<file path="config.mk">
export PLATFORM = sky130hd
export DESIGN_NAME = load_store_unit
export DESIGN_NICKNAME = d
export VERILOG_FILES = /design/src/source/rv32i_pkg.sv /design/src/source/lsq_pkg.sv /design/src/source/lsq_decode.sv /design/src/source/lsq_queue.sv /design/src/source/lsq_mem_access.sv /design/src/source/lsq_result.sv /design/src/source/load_store_unit.sv
export SDC_FILE = /design/constraint.sdc
export NUM_CORES = 2
export LEC_CHECK = 0
export BUFFER_PORTS_ARGS = -buffer_cell sky130_fd_sc_hd__buf_2
export CAP_MARGIN = 20
export CORE_MARGIN = 5
export CORE_UTILIZATION = 26
export DETAILED_ROUTE_END_ITERATION = 8
export PLACE_DENSITY_LB_ADDON = 0.15
export SYNTH_ARGS = -nofsm -noshare
export SYNTH_HDL_FRONTEND = slang
export SYNTH_SLANG_ARGS = --single-unit
</file>
<file path="constraint.sdc">
create_clock -name clk -period 15.5 [get_ports clk]
set_clock_uncertainty 0.15 [all_clocks]
set_input_delay 0.775 -clock clk [delete_from_list [all_inputs] [get_ports clk]]
set_output_delay 0.775 -clock clk [all_outputs]
set_load 0.02 [all_outputs]
</file>
<file path="src/source/rv32i_pkg.sv">
package rv32i_pkg;

	// base opcodes handled by the load/store unit
	localparam logic [6:0] op_load  = 7'b0000011;
	localparam logic [6:0] op_store = 7'b0100011;

	// width field, shared by loads and stores
	localparam logic [2:0] f3_b  = 3'b000;
	localparam logic [2:0] f3_h  = 3'b001;
	localparam logic [2:0] f3_w  = 3'b010;
	localparam logic [2:0] f3_bu = 3'b100;
	localparam logic [2:0] f3_hu = 3'b101;

	typedef struct packed {
		logic [11:0] imm;
		logic [4:0]  rs1;
		logic [2:0]  funct3;
		logic [4:0]  rd;
		logic [6:0]  opcode;
	} instr_i_t;

	// immediate split around rs2/rs1/funct3
	typedef struct packed {
		logic [6:0] imm_hi;
		logic [4:0] rs2;
		logic [4:0] rs1;
		logic [2:0] funct3;
		logic [4:0] imm_lo;
		logic [6:0] opcode;
	} instr_s_t;

	// same word, read per opcode
	typedef union packed {
		instr_i_t itype;
		instr_s_t stype;
	} instr_t;

endpackage

</file>
<file path="src/source/lsq_pkg.sv">
package lsq_pkg;

	// reorder-buffer tag
	localparam int tag_width = 4;

	typedef logic [tag_width-1:0] tag_t;

	// queue geometry, depth is a power of two so pointers wrap on their own
	localparam int lsq_depth = 8;
	localparam int ptr_width = 3;

	typedef logic [ptr_width-1:0] ptr_t;

endpackage

</file>
<file path="src/source/lsq_decode.sv">
module lsq_decode (
	input  logic               issue_valid,
	input  rv32i_pkg::instr_t  issue_instr,
	input  lsq_pkg::tag_t      issue_tag,
	input  logic               base_pending,
	input  logic [31:0]        base_value,
	input  logic               data_pending,
	input  logic [31:0]        data_value,
	output logic               enq,
	output logic               is_load,
	output logic [2:0]         funct3,
	output logic [31:0]        imm,
	output logic               addr_pending,
	output logic [31:0]        addr_or_tag,
	output logic               data_pending_out,
	output logic [31:0]        data_or_tag,
	output lsq_pkg::tag_t      tag
);

	logic        is_store;
	logic [31:0] imm_i;
	logic [31:0] imm_s;

	assign is_load  = issue_instr.itype.opcode == rv32i_pkg::op_load;
	assign is_store = issue_instr.stype.opcode == rv32i_pkg::op_store;

	// anything else is dropped here
	assign enq = issue_valid && (is_load || is_store);

	assign imm_i = {{20{issue_instr.itype.imm[11]}}, issue_instr.itype.imm};
	assign imm_s = {{20{issue_instr.stype.imm_hi[6]}}, issue_instr.stype.imm_hi,
			issue_instr.stype.imm_lo};
	assign imm   = is_store ? imm_s : imm_i;

	// funct3 sits in the same bits for both formats
	assign funct3 = issue_instr.itype.funct3;

	// pending base keeps its tag, the add happens on capture
	assign addr_pending = base_pending;
	assign addr_or_tag  = base_pending ? base_value : base_value + imm;

	// loads carry no store data
	assign data_pending_out = is_store && data_pending;
	assign data_or_tag      = data_value;

	assign tag = issue_tag;

endmodule

</file>
<file path="src/source/lsq_queue.sv">
module lsq_queue (
	input  logic           clk,
	input  logic           rst,
	input  logic           enq,
	input  logic           is_load,
	input  logic [2:0]     funct3,
	input  logic [31:0]    imm,
	input  logic           addr_pending,
	input  logic [31:0]    addr_or_tag,
	input  logic           data_pending,
	input  logic [31:0]    data_or_tag,
	input  lsq_pkg::tag_t  tag,
	input  logic           cdb_valid,
	input  lsq_pkg::tag_t  cdb_tag,
	input  logic [31:0]    cdb_data,
	input  logic           deq,
	output logic           full,
	output logic           head_valid,
	output logic           head_is_load,
	output logic [2:0]     head_funct3,
	output logic [31:0]    head_addr,
	output logic [31:0]    head_data,
	output lsq_pkg::tag_t  head_tag
);

	logic                  e_is_load   [lsq_pkg::lsq_depth];
	logic [2:0]            e_funct3    [lsq_pkg::lsq_depth];
	logic [31:0]           e_imm       [lsq_pkg::lsq_depth];
	logic                  e_addr_pend [lsq_pkg::lsq_depth];
	logic [31:0]           e_addr      [lsq_pkg::lsq_depth];
	logic                  e_data_pend [lsq_pkg::lsq_depth];
	logic [31:0]           e_data      [lsq_pkg::lsq_depth];
	lsq_pkg::tag_t         e_tag       [lsq_pkg::lsq_depth];

	lsq_pkg::ptr_t               head;
	lsq_pkg::ptr_t               tail;
	logic [lsq_pkg::ptr_width:0] count;

	logic in_addr_hit;
	logic in_data_hit;

	assign full = count == lsq_pkg::lsq_depth;

	assign head_valid   = (count != 0) && !e_addr_pend[head] && !e_data_pend[head];
	assign head_is_load = e_is_load[head];
	assign head_funct3  = e_funct3[head];
	assign head_addr    = e_addr[head];
	assign head_data    = e_data[head];
	assign head_tag     = e_tag[head];

	// broadcast seen in the same cycle as the write
	assign in_addr_hit = cdb_valid && addr_pending
			&& addr_or_tag[lsq_pkg::tag_width-1:0] == cdb_tag;
	assign in_data_hit = cdb_valid && data_pending
			&& data_or_tag[lsq_pkg::tag_width-1:0] == cdb_tag;

	always_ff @(posedge clk) begin
		for (int i = 0; i < lsq_pkg::lsq_depth; i++) begin
			if (cdb_valid && e_addr_pend[i]
					&& e_addr[i][lsq_pkg::tag_width-1:0] == cdb_tag) begin
				e_addr[i]      <= cdb_data + e_imm[i];
				e_addr_pend[i] <= 1'b0;
			end
			if (cdb_valid && e_data_pend[i]
					&& e_data[i][lsq_pkg::tag_width-1:0] == cdb_tag) begin
				e_data[i]      <= cdb_data;
				e_data_pend[i] <= 1'b0;
			end
		end
		if (enq) begin
			e_is_load[tail]   <= is_load;
			e_funct3[tail]    <= funct3;
			e_imm[tail]       <= imm;
			e_addr_pend[tail] <= addr_pending && !in_addr_hit;
			e_addr[tail]      <= in_addr_hit ? cdb_data + imm : addr_or_tag;
			e_data_pend[tail] <= data_pending && !in_data_hit;
			e_data[tail]      <= in_data_hit ? cdb_data : data_or_tag;
			e_tag[tail]       <= tag;
		end
	end

	always_ff @(posedge clk) begin
		if (rst) begin
			head  <= '0;
			tail  <= '0;
			count <= '0;
		end else begin
			if (enq)
				tail <= tail + 1'b1;
			if (deq)
				head <= head + 1'b1;
			case ({enq, deq})
				2'b10:   count <= count + 1'b1;
				2'b01:   count <= count - 1'b1;
				default: count <= count;
			endcase
		end
	end

	// issuer has to honour the stall
	assert property (@(posedge clk) disable iff (rst) !(enq && full));

	assert property (@(posedge clk) disable iff (rst) deq |-> head_valid);

	assert property (@(posedge clk) disable iff (rst) count <= lsq_pkg::lsq_depth);

endmodule

</file>
<file path="src/source/lsq_mem_access.sv">
module lsq_mem_access (
	input  logic           clk,
	input  logic           rst,
	input  logic           head_valid,
	input  logic           head_is_load,
	input  logic [2:0]     head_funct3,
	input  logic [31:0]    head_addr,
	input  logic [31:0]    head_data,
	input  lsq_pkg::tag_t  head_tag,
	input  logic           mem_resp,
	output logic           deq,
	output logic           mem_read,
	output logic           mem_write,
	output logic [31:0]    mem_address,
	output logic [3:0]     mem_byte_enable,
	output logic [31:0]    mem_wdata,
	output logic           done_is_load,
	output logic [2:0]     done_funct3,
	output logic [1:0]     done_offset,
	output lsq_pkg::tag_t  done_tag,
	output logic [31:0]    done_data
);

	logic        busy;
	logic [1:0]  offset;
	logic [3:0]  byte_enable;
	logic [31:0] wdata;

	assign busy   = mem_read || mem_write;
	assign offset = head_addr[1:0];

	// head leaves the queue in the response cycle
	assign deq = busy && mem_resp;

	always_comb begin
		case (head_funct3)
			rv32i_pkg::f3_b, rv32i_pkg::f3_bu: begin
				byte_enable = 4'b0001 << offset;
				wdata       = {4{head_data[7:0]}};
			end
			rv32i_pkg::f3_h, rv32i_pkg::f3_hu: begin
				byte_enable = 4'b0011 << offset;
				wdata       = {2{head_data[15:0]}};
			end
			rv32i_pkg::f3_w: begin
				byte_enable = 4'b1111;
				wdata       = head_data;
			end
			default: begin
				byte_enable = 4'b1111;
				wdata       = head_data;
			end
		endcase
	end

	always_ff @(posedge clk) begin
		if (rst) begin
			mem_read  <= 1'b0;
			mem_write <= 1'b0;
		end else if (busy && mem_resp) begin
			mem_read  <= 1'b0;
			mem_write <= 1'b0;
		end else if (!busy && head_valid) begin
			mem_read  <= head_is_load;
			mem_write <= !head_is_load;
		end
	end

	// outstanding access, held until the response
	always_ff @(posedge clk) begin
		if (!busy && head_valid) begin
			mem_address     <= {head_addr[31:2], 2'b00};
			mem_byte_enable <= byte_enable;
			mem_wdata       <= wdata;
			done_is_load    <= head_is_load;
			done_funct3     <= head_funct3;
			done_offset     <= offset;
			done_tag        <= head_tag;
			done_data       <= head_data;
		end
	end

	assert property (@(posedge clk) disable iff (rst) !(mem_read && mem_write));

	assert property (@(posedge clk) disable iff (rst)
			busy && !mem_resp |=> $stable(mem_address));

endmodule

</file>
<file path="src/source/lsq_result.sv">
module lsq_result (
	input  logic           clk,
	input  logic           rst,
	input  logic           mem_resp,
	input  logic [31:0]    mem_rdata,
	input  logic           done_is_load,
	input  logic [2:0]     done_funct3,
	input  logic [1:0]     done_offset,
	input  lsq_pkg::tag_t  done_tag,
	input  logic [31:0]    done_data,
	output logic           result_valid,
	output lsq_pkg::tag_t  result_tag,
	output logic [31:0]    result_data
);

	logic [31:0] shifted;
	logic [31:0] load_value;

	// bring the addressed lane down to bit 0
	assign shifted = mem_rdata >> {done_offset, 3'b000};

	always_comb begin
		case (done_funct3)
			rv32i_pkg::f3_b:  load_value = {{24{shifted[7]}}, shifted[7:0]};
			rv32i_pkg::f3_bu: load_value = {24'b0, shifted[7:0]};
			rv32i_pkg::f3_h:  load_value = {{16{shifted[15]}}, shifted[15:0]};
			rv32i_pkg::f3_hu: load_value = {16'b0, shifted[15:0]};
			rv32i_pkg::f3_w:  load_value = shifted;
			default:          load_value = shifted;
		endcase
	end

	always_ff @(posedge clk) begin
		if (rst)
			result_valid <= 1'b0;
		else
			result_valid <= mem_resp;
	end

	// stores report their own data
	always_ff @(posedge clk) begin
		if (mem_resp) begin
			result_tag  <= done_tag;
			result_data <= done_is_load ? load_value : done_data;
		end
	end

endmodule

</file>
<file path="src/source/load_store_unit.sv">
module load_store_unit (
	input  logic               clk,
	input  logic               rst,
	input  logic               issue_valid,
	input  rv32i_pkg::instr_t  issue_instr,
	input  lsq_pkg::tag_t      issue_tag,
	input  logic               base_pending,
	input  logic [31:0]        base_value,
	input  logic               data_pending,
	input  logic [31:0]        data_value,
	input  logic               cdb_valid,
	input  lsq_pkg::tag_t      cdb_tag,
	input  logic [31:0]        cdb_data,
	input  logic               mem_resp,
	input  logic [31:0]        mem_rdata,
	output logic               lsq_stall,
	output logic               mem_read,
	output logic               mem_write,
	output logic [31:0]        mem_address,
	output logic [3:0]         mem_byte_enable,
	output logic [31:0]        mem_wdata,
	output logic               result_valid,
	output lsq_pkg::tag_t      result_tag,
	output logic [31:0]        result_data
);

	logic          enq;
	logic          is_load;
	logic [2:0]    funct3;
	logic [31:0]   imm;
	logic          addr_pending;
	logic [31:0]   addr_or_tag;
	logic          entry_data_pending;
	logic [31:0]   data_or_tag;
	lsq_pkg::tag_t entry_tag;

	logic          deq;
	logic          head_valid;
	logic          head_is_load;
	logic [2:0]    head_funct3;
	logic [31:0]   head_addr;
	logic [31:0]   head_data;
	lsq_pkg::tag_t head_tag;

	logic          done_is_load;
	logic [2:0]    done_funct3;
	logic [1:0]    done_offset;
	lsq_pkg::tag_t done_tag;
	logic [31:0]   done_data;

	lsq_decode u_decode (
		.issue_valid      (issue_valid),
		.issue_instr      (issue_instr),
		.issue_tag        (issue_tag),
		.base_pending     (base_pending),
		.base_value       (base_value),
		.data_pending     (data_pending),
		.data_value       (data_value),
		.enq              (enq),
		.is_load          (is_load),
		.funct3           (funct3),
		.imm              (imm),
		.addr_pending     (addr_pending),
		.addr_or_tag      (addr_or_tag),
		.data_pending_out (entry_data_pending),
		.data_or_tag      (data_or_tag),
		.tag              (entry_tag)
	);

	// stall is the queue full level
	lsq_queue u_queue (
		.clk          (clk),
		.rst          (rst),
		.enq          (enq),
		.is_load      (is_load),
		.funct3       (funct3),
		.imm          (imm),
		.addr_pending (addr_pending),
		.addr_or_tag  (addr_or_tag),
		.data_pending (entry_data_pending),
		.data_or_tag  (data_or_tag),
		.tag          (entry_tag),
		.cdb_valid    (cdb_valid),
		.cdb_tag      (cdb_tag),
		.cdb_data     (cdb_data),
		.deq          (deq),
		.full         (lsq_stall),
		.head_valid   (head_valid),
		.head_is_load (head_is_load),
		.head_funct3  (head_funct3),
		.head_addr    (head_addr),
		.head_data    (head_data),
		.head_tag     (head_tag)
	);

	lsq_mem_access u_mem_access (
		.clk             (clk),
		.rst             (rst),
		.head_valid      (head_valid),
		.head_is_load    (head_is_load),
		.head_funct3     (head_funct3),
		.head_addr       (head_addr),
		.head_data       (head_data),
		.head_tag        (head_tag),
		.mem_resp        (mem_resp),
		.deq             (deq),
		.mem_read        (mem_read),
		.mem_write       (mem_write),
		.mem_address     (mem_address),
		.mem_byte_enable (mem_byte_enable),
		.mem_wdata       (mem_wdata),
		.done_is_load    (done_is_load),
		.done_funct3     (done_funct3),
		.done_offset     (done_offset),
		.done_tag        (done_tag),
		.done_data       (done_data)
	);

	lsq_result u_result (
		.clk          (clk),
		.rst          (rst),
		.mem_resp     (mem_resp),
		.mem_rdata    (mem_rdata),
		.done_is_load (done_is_load),
		.done_funct3  (done_funct3),
		.done_offset  (done_offset),
		.done_tag     (done_tag),
		.done_data    (done_data),
		.result_valid (result_valid),
		.result_tag   (result_tag),
		.result_data  (result_data)
	);

endmodule

</file>
# ---- Word level (Yosys, flattened, before mapping)
# Memories as Yosys holds them, arrays and structs flattened. A register that Yosys moved wholly into a read port is not among the register bits.
# Cells that the tools add are included.
dict set report word_totals {
  out_inout_bits 108
  ff_bits 153
  memories 8
  ram_bits 848
  input_bits 175
  wordCells 183
}
# name words width rd rd_ports_with_merged_regs write_ports line
set mem_list {}
lappend mem_list {u_queue.e_addr 8 32 9 1 9 lsq_queue.sv:30} ;# logic [31:0] e_addr [lsq_pkg::lsq_depth];
lappend mem_list {u_queue.e_data 8 32 9 1 9 lsq_queue.sv:32} ;# logic [31:0] e_data [lsq_pkg::lsq_depth];
lappend mem_list {u_queue.e_imm 8 32 8 0 1 lsq_queue.sv:28} ;# logic [31:0] e_imm [lsq_pkg::lsq_depth];
lappend mem_list {u_queue.e_tag 8 4 1 1 1 lsq_queue.sv:33} ;# lsq_pkg::tag_t e_tag [lsq_pkg::lsq_depth];
lappend mem_list {u_queue.e_funct3 8 3 1 1 1 lsq_queue.sv:27} ;# logic [2:0] e_funct3 [lsq_pkg::lsq_depth];
lappend mem_list {u_queue.e_addr_pend 8 1 9 1 9 lsq_queue.sv:29} ;# logic e_addr_pend [lsq_pkg::lsq_depth];
lappend mem_list {{+2 memories} - - - - - -}
dict set report classes {
  addsub 14
  n_eq_ne 29
  n_shift 3
  reduce_logical 59
  n_mux 55
}
# cell n
set ops {}
lappend ops {{adder 32 bit} 10}
lappend ops {{two-way mux 32 bit} 4}
lappend ops {{one-hot mux 32 bit (4 select lines)} 1}
lappend ops {{equality test 4 bit} 18}
lappend ops {{one-hot mux 32 bit (2 select lines)} 1}
lappend ops {{logical AND 1 bit} 44}
lappend ops {{two-way mux 3 bit} 12}
lappend ops {{two-way mux 1 bit} 34}
lappend ops {{>> shifter 32 x 5 -> 32 bit} 1}
lappend ops {{one-hot mux 4 bit (2 select lines)} 2}
lappend ops {{equality test 3 bit (second input constant)} 4}
lappend ops {{equality test 7 x 2 -> 1 bit (second input constant)} 1}
lappend ops {{equality test 7 x 6 -> 1 bit (second input constant)} 1}
lappend ops {{adder 3 x 1 -> 3 bit (second input constant)} 2}
lappend ops {{equality test 3 x 1 -> 1 bit (second input constant)} 2}
lappend ops {{zero test 1 bit} 6}
lappend ops {{zero test 3 bit} 2}
lappend ops {{OR reduction 2 bit} 3}
lappend ops {{two-way mux 5 bit} 1}
lappend ops {{adder 4 x 1 -> 4 bit (second input constant)} 1}
lappend ops {{equality test 4 bit (second input constant)} 1}
lappend ops {{nonzero test 4 bit} 1}
lappend ops {{<< shifter 1 x 2 -> 4 bit (first input constant)} 1}
lappend ops {{<< shifter 2 x 2 -> 4 bit (first input constant)} 1}
lappend ops {{5 further kinds} 6}

# ---- Depth between registers and ports, before layout
dict set report logic_depth {
  depth_word 8
  depth_mapped 18
  mapped_depth_nobuf 17
}

# ---- By module
# From an unflattened synthesis, not the netlist that was laid out.
dict set report hier_totals {
  cells_unflattened 4832
  area_unflattened_um2 59045.4
}
# module area_per_inst_um2 cells_per_inst seq_area_each_um2 n_inst
set by_module_without_submodules {}
lappend by_module_without_submodules {lsq_queue 50862.5 4112 25724.7 1}
lappend by_module_without_submodules {lsq_mem_access 3598.5 174 3042.9 1}
lappend by_module_without_submodules {lsq_decode 2498.6 368 0.0 1}
lappend by_module_without_submodules {lsq_result 2085.8 178 1101.1 1}

# ---- Worst setup path after synthesis
# OpenSTA, ideal clock, no wires.
dict set report synth_path {
  path_type {reg-to-reg}
  startpoint {reg with a tool-made name}
  endpoint {reg u_mem_access.mem_read}
  period_less_slack_ns 12.134
  n_path_buf 2
  t_arrival_ns 11.875
  path_stages_with_launch 8
  slack_ns 3.366
  setup_time_ns 0.109
  required_ns 15.241
  path_cell_list {dfxtp_1 > buf_2 > buf_1 > a21oi_1 > mux4_2 > nor4_1 > a21oi_1 > nor3_1}
}
# element line
set synth_rtl {}
lappend synth_rtl {{end signal: assignment} lsq_mem_access.sv:64} ;# mem_read <= head_is_load;
lappend synth_rtl {{end: declaration} lsq_mem_access.sv:12} ;# output logic mem_read,

==> impl.org <==
** Yosys
- Number of enable-type register cells in the synthesized netlist :: 824
- After synthesis the netlist holds a flip-flop and latch count of 840.
- Ys async rst share :: 0%
- Count of yosys warnings during synthesis :: 0
- Synth cell types :: 87
- The most used flip-flop cell after synthesis is edfxtp_1.
- In this run the biggest area consumer among cell types represents 46.3% of the synthesized area.
- Average instance area after synthesis :: 10.9 sq um
- Register area share after synthesis :: 46.9%
- Synthesis produced a netlist whose cell count is 4897.
- Post-synthesis cell area :: 0.0535 sq mm
- The synthesized design spends more area on one cell type than any other, namely edfxtp_1.
- By area the synthesized netlist is led by edfxtp_1, ha_1, mux4_2.

** Clocking
- The number of setup buffers added after CTS is 0.
- CTS HTree Levels :: 3
- Clock sink count :: 840
- Post-CTS Resized :: 0
- Clock-pin slew was measured on the worst setup and hold paths at 60 ps.
- Number of buffers created by CTS :: 104
- TritonCTS clock tree :: yes
- Maximum count of clock buffers along a single path :: 3
- Worst-Skew Late Latency :: 740 ps
- Post-cts hold buffer count :: 0
- Root Driver :: clkbuf_16

** STA
- Setup violations remaining at the end of the flow were counted as 0.
- Based on the critical path, the design can be clocked at up to 0.179 GHz.
- Setup repair after global routing left no endpoint under its margin.
- After layout, the minimum clock period comes to 5600 ps.
- The worst pin sits at a relative slew slack of 24.7%.
- Final-report hold violation count :: 0
- Total Negative Setup Slacks :: 0 ps
- At the pin with the least slew margin, the transition time is 1130 ps.
- Min Hold Slack :: 170 ps
- Period utilization :: 36.1%
- The max-slew violation count came to 0.

** Final layout
- Synthesis-to-layout area growth :: 14.4%
- Number of nets in the layout :: 5602
- The top cell types in the final layout, fill and taps aside, are edfxtp_1, a21oi_1, nand2_1.
- Most common cell after layout, fill and taps aside :: edfxtp_1
- Final std cell area, no fill :: 0.0612 sq mm
- Measured on the finished design, the core utilization comes to 29.9%.
- Share of cells above drive strength 1 :: 16.0%

** Floorplan
- The floorplan step set the die height to 463 um.
- The floorplan has 166 rows.
- Die extent in x :: 463 um
- The core region is 0.205 sq mm.
- Once the floorplan was initialized, standard cells occupied 26.1% of the core.
- 283 I/O pins were placed.
- Die Footprint :: 0.215 sq mm

** Pwr
- Sequential share of power :: 45.4%
- Summed over all nets, the switching power comes to 1.49 mW.
- Part of the power in combinational logic :: 13.2%
- The clock network accounts for 41.4% of the total power.
- Internal portion of total power :: 4.07 mW
- In this run the power density over the cells is 91.0 mW/mm^2.
- Lkg Pwr :: 22.8 nW
- The worst-case IR drop observed on VDD is 0.0817 mV.
- Net switching is 26.8% of the power.

** Route
- Dividing the detail-routed wire length by the instance count gives 23.4 um.
- Vias/cell :: 5.03
- Routed WL :: 184000 um
- Antenna viol nets, final :: 0
- Number of detailed-routing iterations run before antenna repair :: 8
- For this block, the initial DRC count from the detailed router was 2533.
- Across all layers, the routed design uses 39.6k vias.
- After detailed routing, the number of remaining DRC violations is 0.

** Worst setup path
- Element type at the critical path start :: input pin
- Critical path data required time :: 15760 ps
- The worst setup path is of the in2reg kind.
- In this run the worst path has a maximum fanout of 10.
- For the worst setup path, the data arrival time is 5860 ps.
- Critical path endpoint category :: register

** Place
- Port Buf Inserts :: 275
- Gpl congestion :: 0.896
- Summed over all nets, the half-perimeter wirelength after detailed placement is 134000 um.
- Placed cell areas :: 0.0581 sq mm

** Global routing
- Overall overflow remaining after global route :: 0
- Number of global-route vias before repair :: 40.0k
- Total routing usage reported by global routing :: 16.6%
- Global-route wire length before repair :: 268000 um
- Largest net degree at the start of global routing :: 92
- Initial antenna violation count :: 12

** Worst hold path
- The min-delay analysis places its worst path in the category in2reg.

** Job
- Across the run, the number of max-cap violations was 0.

** Status
- Status :: finished clean
[flip-flops by register name (all words and copies together) (netlist names), 4 cells and up, named ones only]
register                      cells
u_queue.e_imm                    96
u_mem_access.mem_address         30
u_queue.e_tag                    32
u_queue.e_data_pend               8
u_mem_access.mem_wdata           24
u_result.result_data             32
u_result.result_tag               4
u_queue.e_is_load                 8
u_mem_access.done_tag             4
u_mem_access.done_data           32
u_queue.e_funct3                 24
u_queue.count                     4
u_queue.e_addr                  256
u_mem_access.mem_byte_enable      4
u_queue.e_addr_pend               8
u_queue.e_data                  256
[synthesized netlist by cell type, drive strengths merged (7+ instances only)]
master	count
nand2	430
and3	36
o211ai	28
mux4	145
nor4	9
ha	316
nand3	63
o21ai	465
a31oi	29
nand2b	43
or3	32
a21oi	470
nor2	392
or2	13
o21a	48
a2111oi	7
o22ai	12
xnor2	200
nor3	55
o311a	7
a311oi	11
fa	11
xor2	137
mux2i	99
nand4	24
inv	104
a21o	185
edfxtp	824
and2	19
o221ai	9
nor2b	36
dfxtp	16
and4	9
o22a	8
a21boi	13
o31ai	26
o41ai	15
clkbuf	201
o21bai	35
a211oi	52
mux2	110
buf	62
[per-layer routing]
layer  global-route usage, %  vias to the layer above  share of wire [%]
li1                        -                    19000                  -
met1                    23.0                    19500                 47
met2                    27.6                      946                 46
met3                    2.08                      201                4.3
met4                    4.20                        2                2.4
met5                       0                        -              0.011
[area by class of cell]
| type | count | area, sq um |
|---|---|---|
| diodes | 3 | 7.51 |
| clock buffers | 130 | 2700 |
| clock inverters | 54 | 395 |
| fillers | 20900 | 143000 |
| inverters | 105 | 399 |
| multi-input cells | 3690 | 27200 |
| flip-flops and latches | 840 | 25100 |
| well taps | 2688 | 3360 |
| repair buffers | 359 | 2060 |
[per-stage QoR]
step	std cells	setup WS, ps	power [mW]
global route	7866	9560	5.81
floorplan	4898	3370	3.06
CTS	7862	9830	5.64
global placement	7677	9060	3.30
finish	7869	9900	5.57
detailed placement	7678	9030	3.30
[power by group through the flow]
| stage | Sequential, mW | Combinational (mW) | Clock (mW) |
|---|---|---|---|
| floorplan | 2.58 | 0.484 | 0 |
| global placement | 2.57 | 0.728 | 0 |
| detailed placement | 2.57 | 0.731 | 0 |
| CTS | 2.53 | 0.734 | 2.39 |
| global route | 2.53 | 0.818 | 2.47 |
| finish | 2.53 | 0.736 | 2.31 |
[critical path, stage by stage]
cell	delay [ps]
buf_2	90
nor4_1	240
and3_1	300
nand2_1	210
mux2_2	540
ha_1	250
inv_1	60
fa_1	430
nand3b_1	210
a21oi_1	330
o221ai_1	250
o21ai_1	380
a31oi_1	200
nor3_1	280
a21o_1	110
a21oi_1	80
o22ai_1	840
o21ai_0	260
[worst paths after layout]
kind / from / end / slack, ps / cells after the start
max reg2reg: u_queue.e_imm[5][30]$_DFFE_PP_ / u_queue.e_addr[5][31]$_DFFE_PP_ / 10330 / 11
min: issue_tag[3] / u_queue.e_tag[4][3]$_DFFE_PP_ / 170 / 1
max: issue_instr[4] / u_queue.e_addr[6][24]$_DFFE_PP_ / 9900 / 18
min reg2reg: u_mem_access.done_tag[1]$_DFFE_PP_ / u_result.result_tag[1]$_DFFE_PP_ / 280 / 0
[logic make-up (layout without fill, tap and decap cells)]
kind of cell | after synthesis | count (layout) | share of synthesized area [%]
adders and majority gates | 327 | 327 | 7.81
muxes | 354 | 354 | 10.3
xor gates and xnor gates | 337 | 337 | 5.52
AOI/OAI and AO/OA | 1490 | 1490 | 17.0
buffers and inverters | 368 | 648 | 2.67
other | 1 | 5 | 0.00701
and+or+nand+nor | 1180 | 1180 | 9.80
DFF | 840 | 840 | 46.9
(Power assumes the default switching activity.)
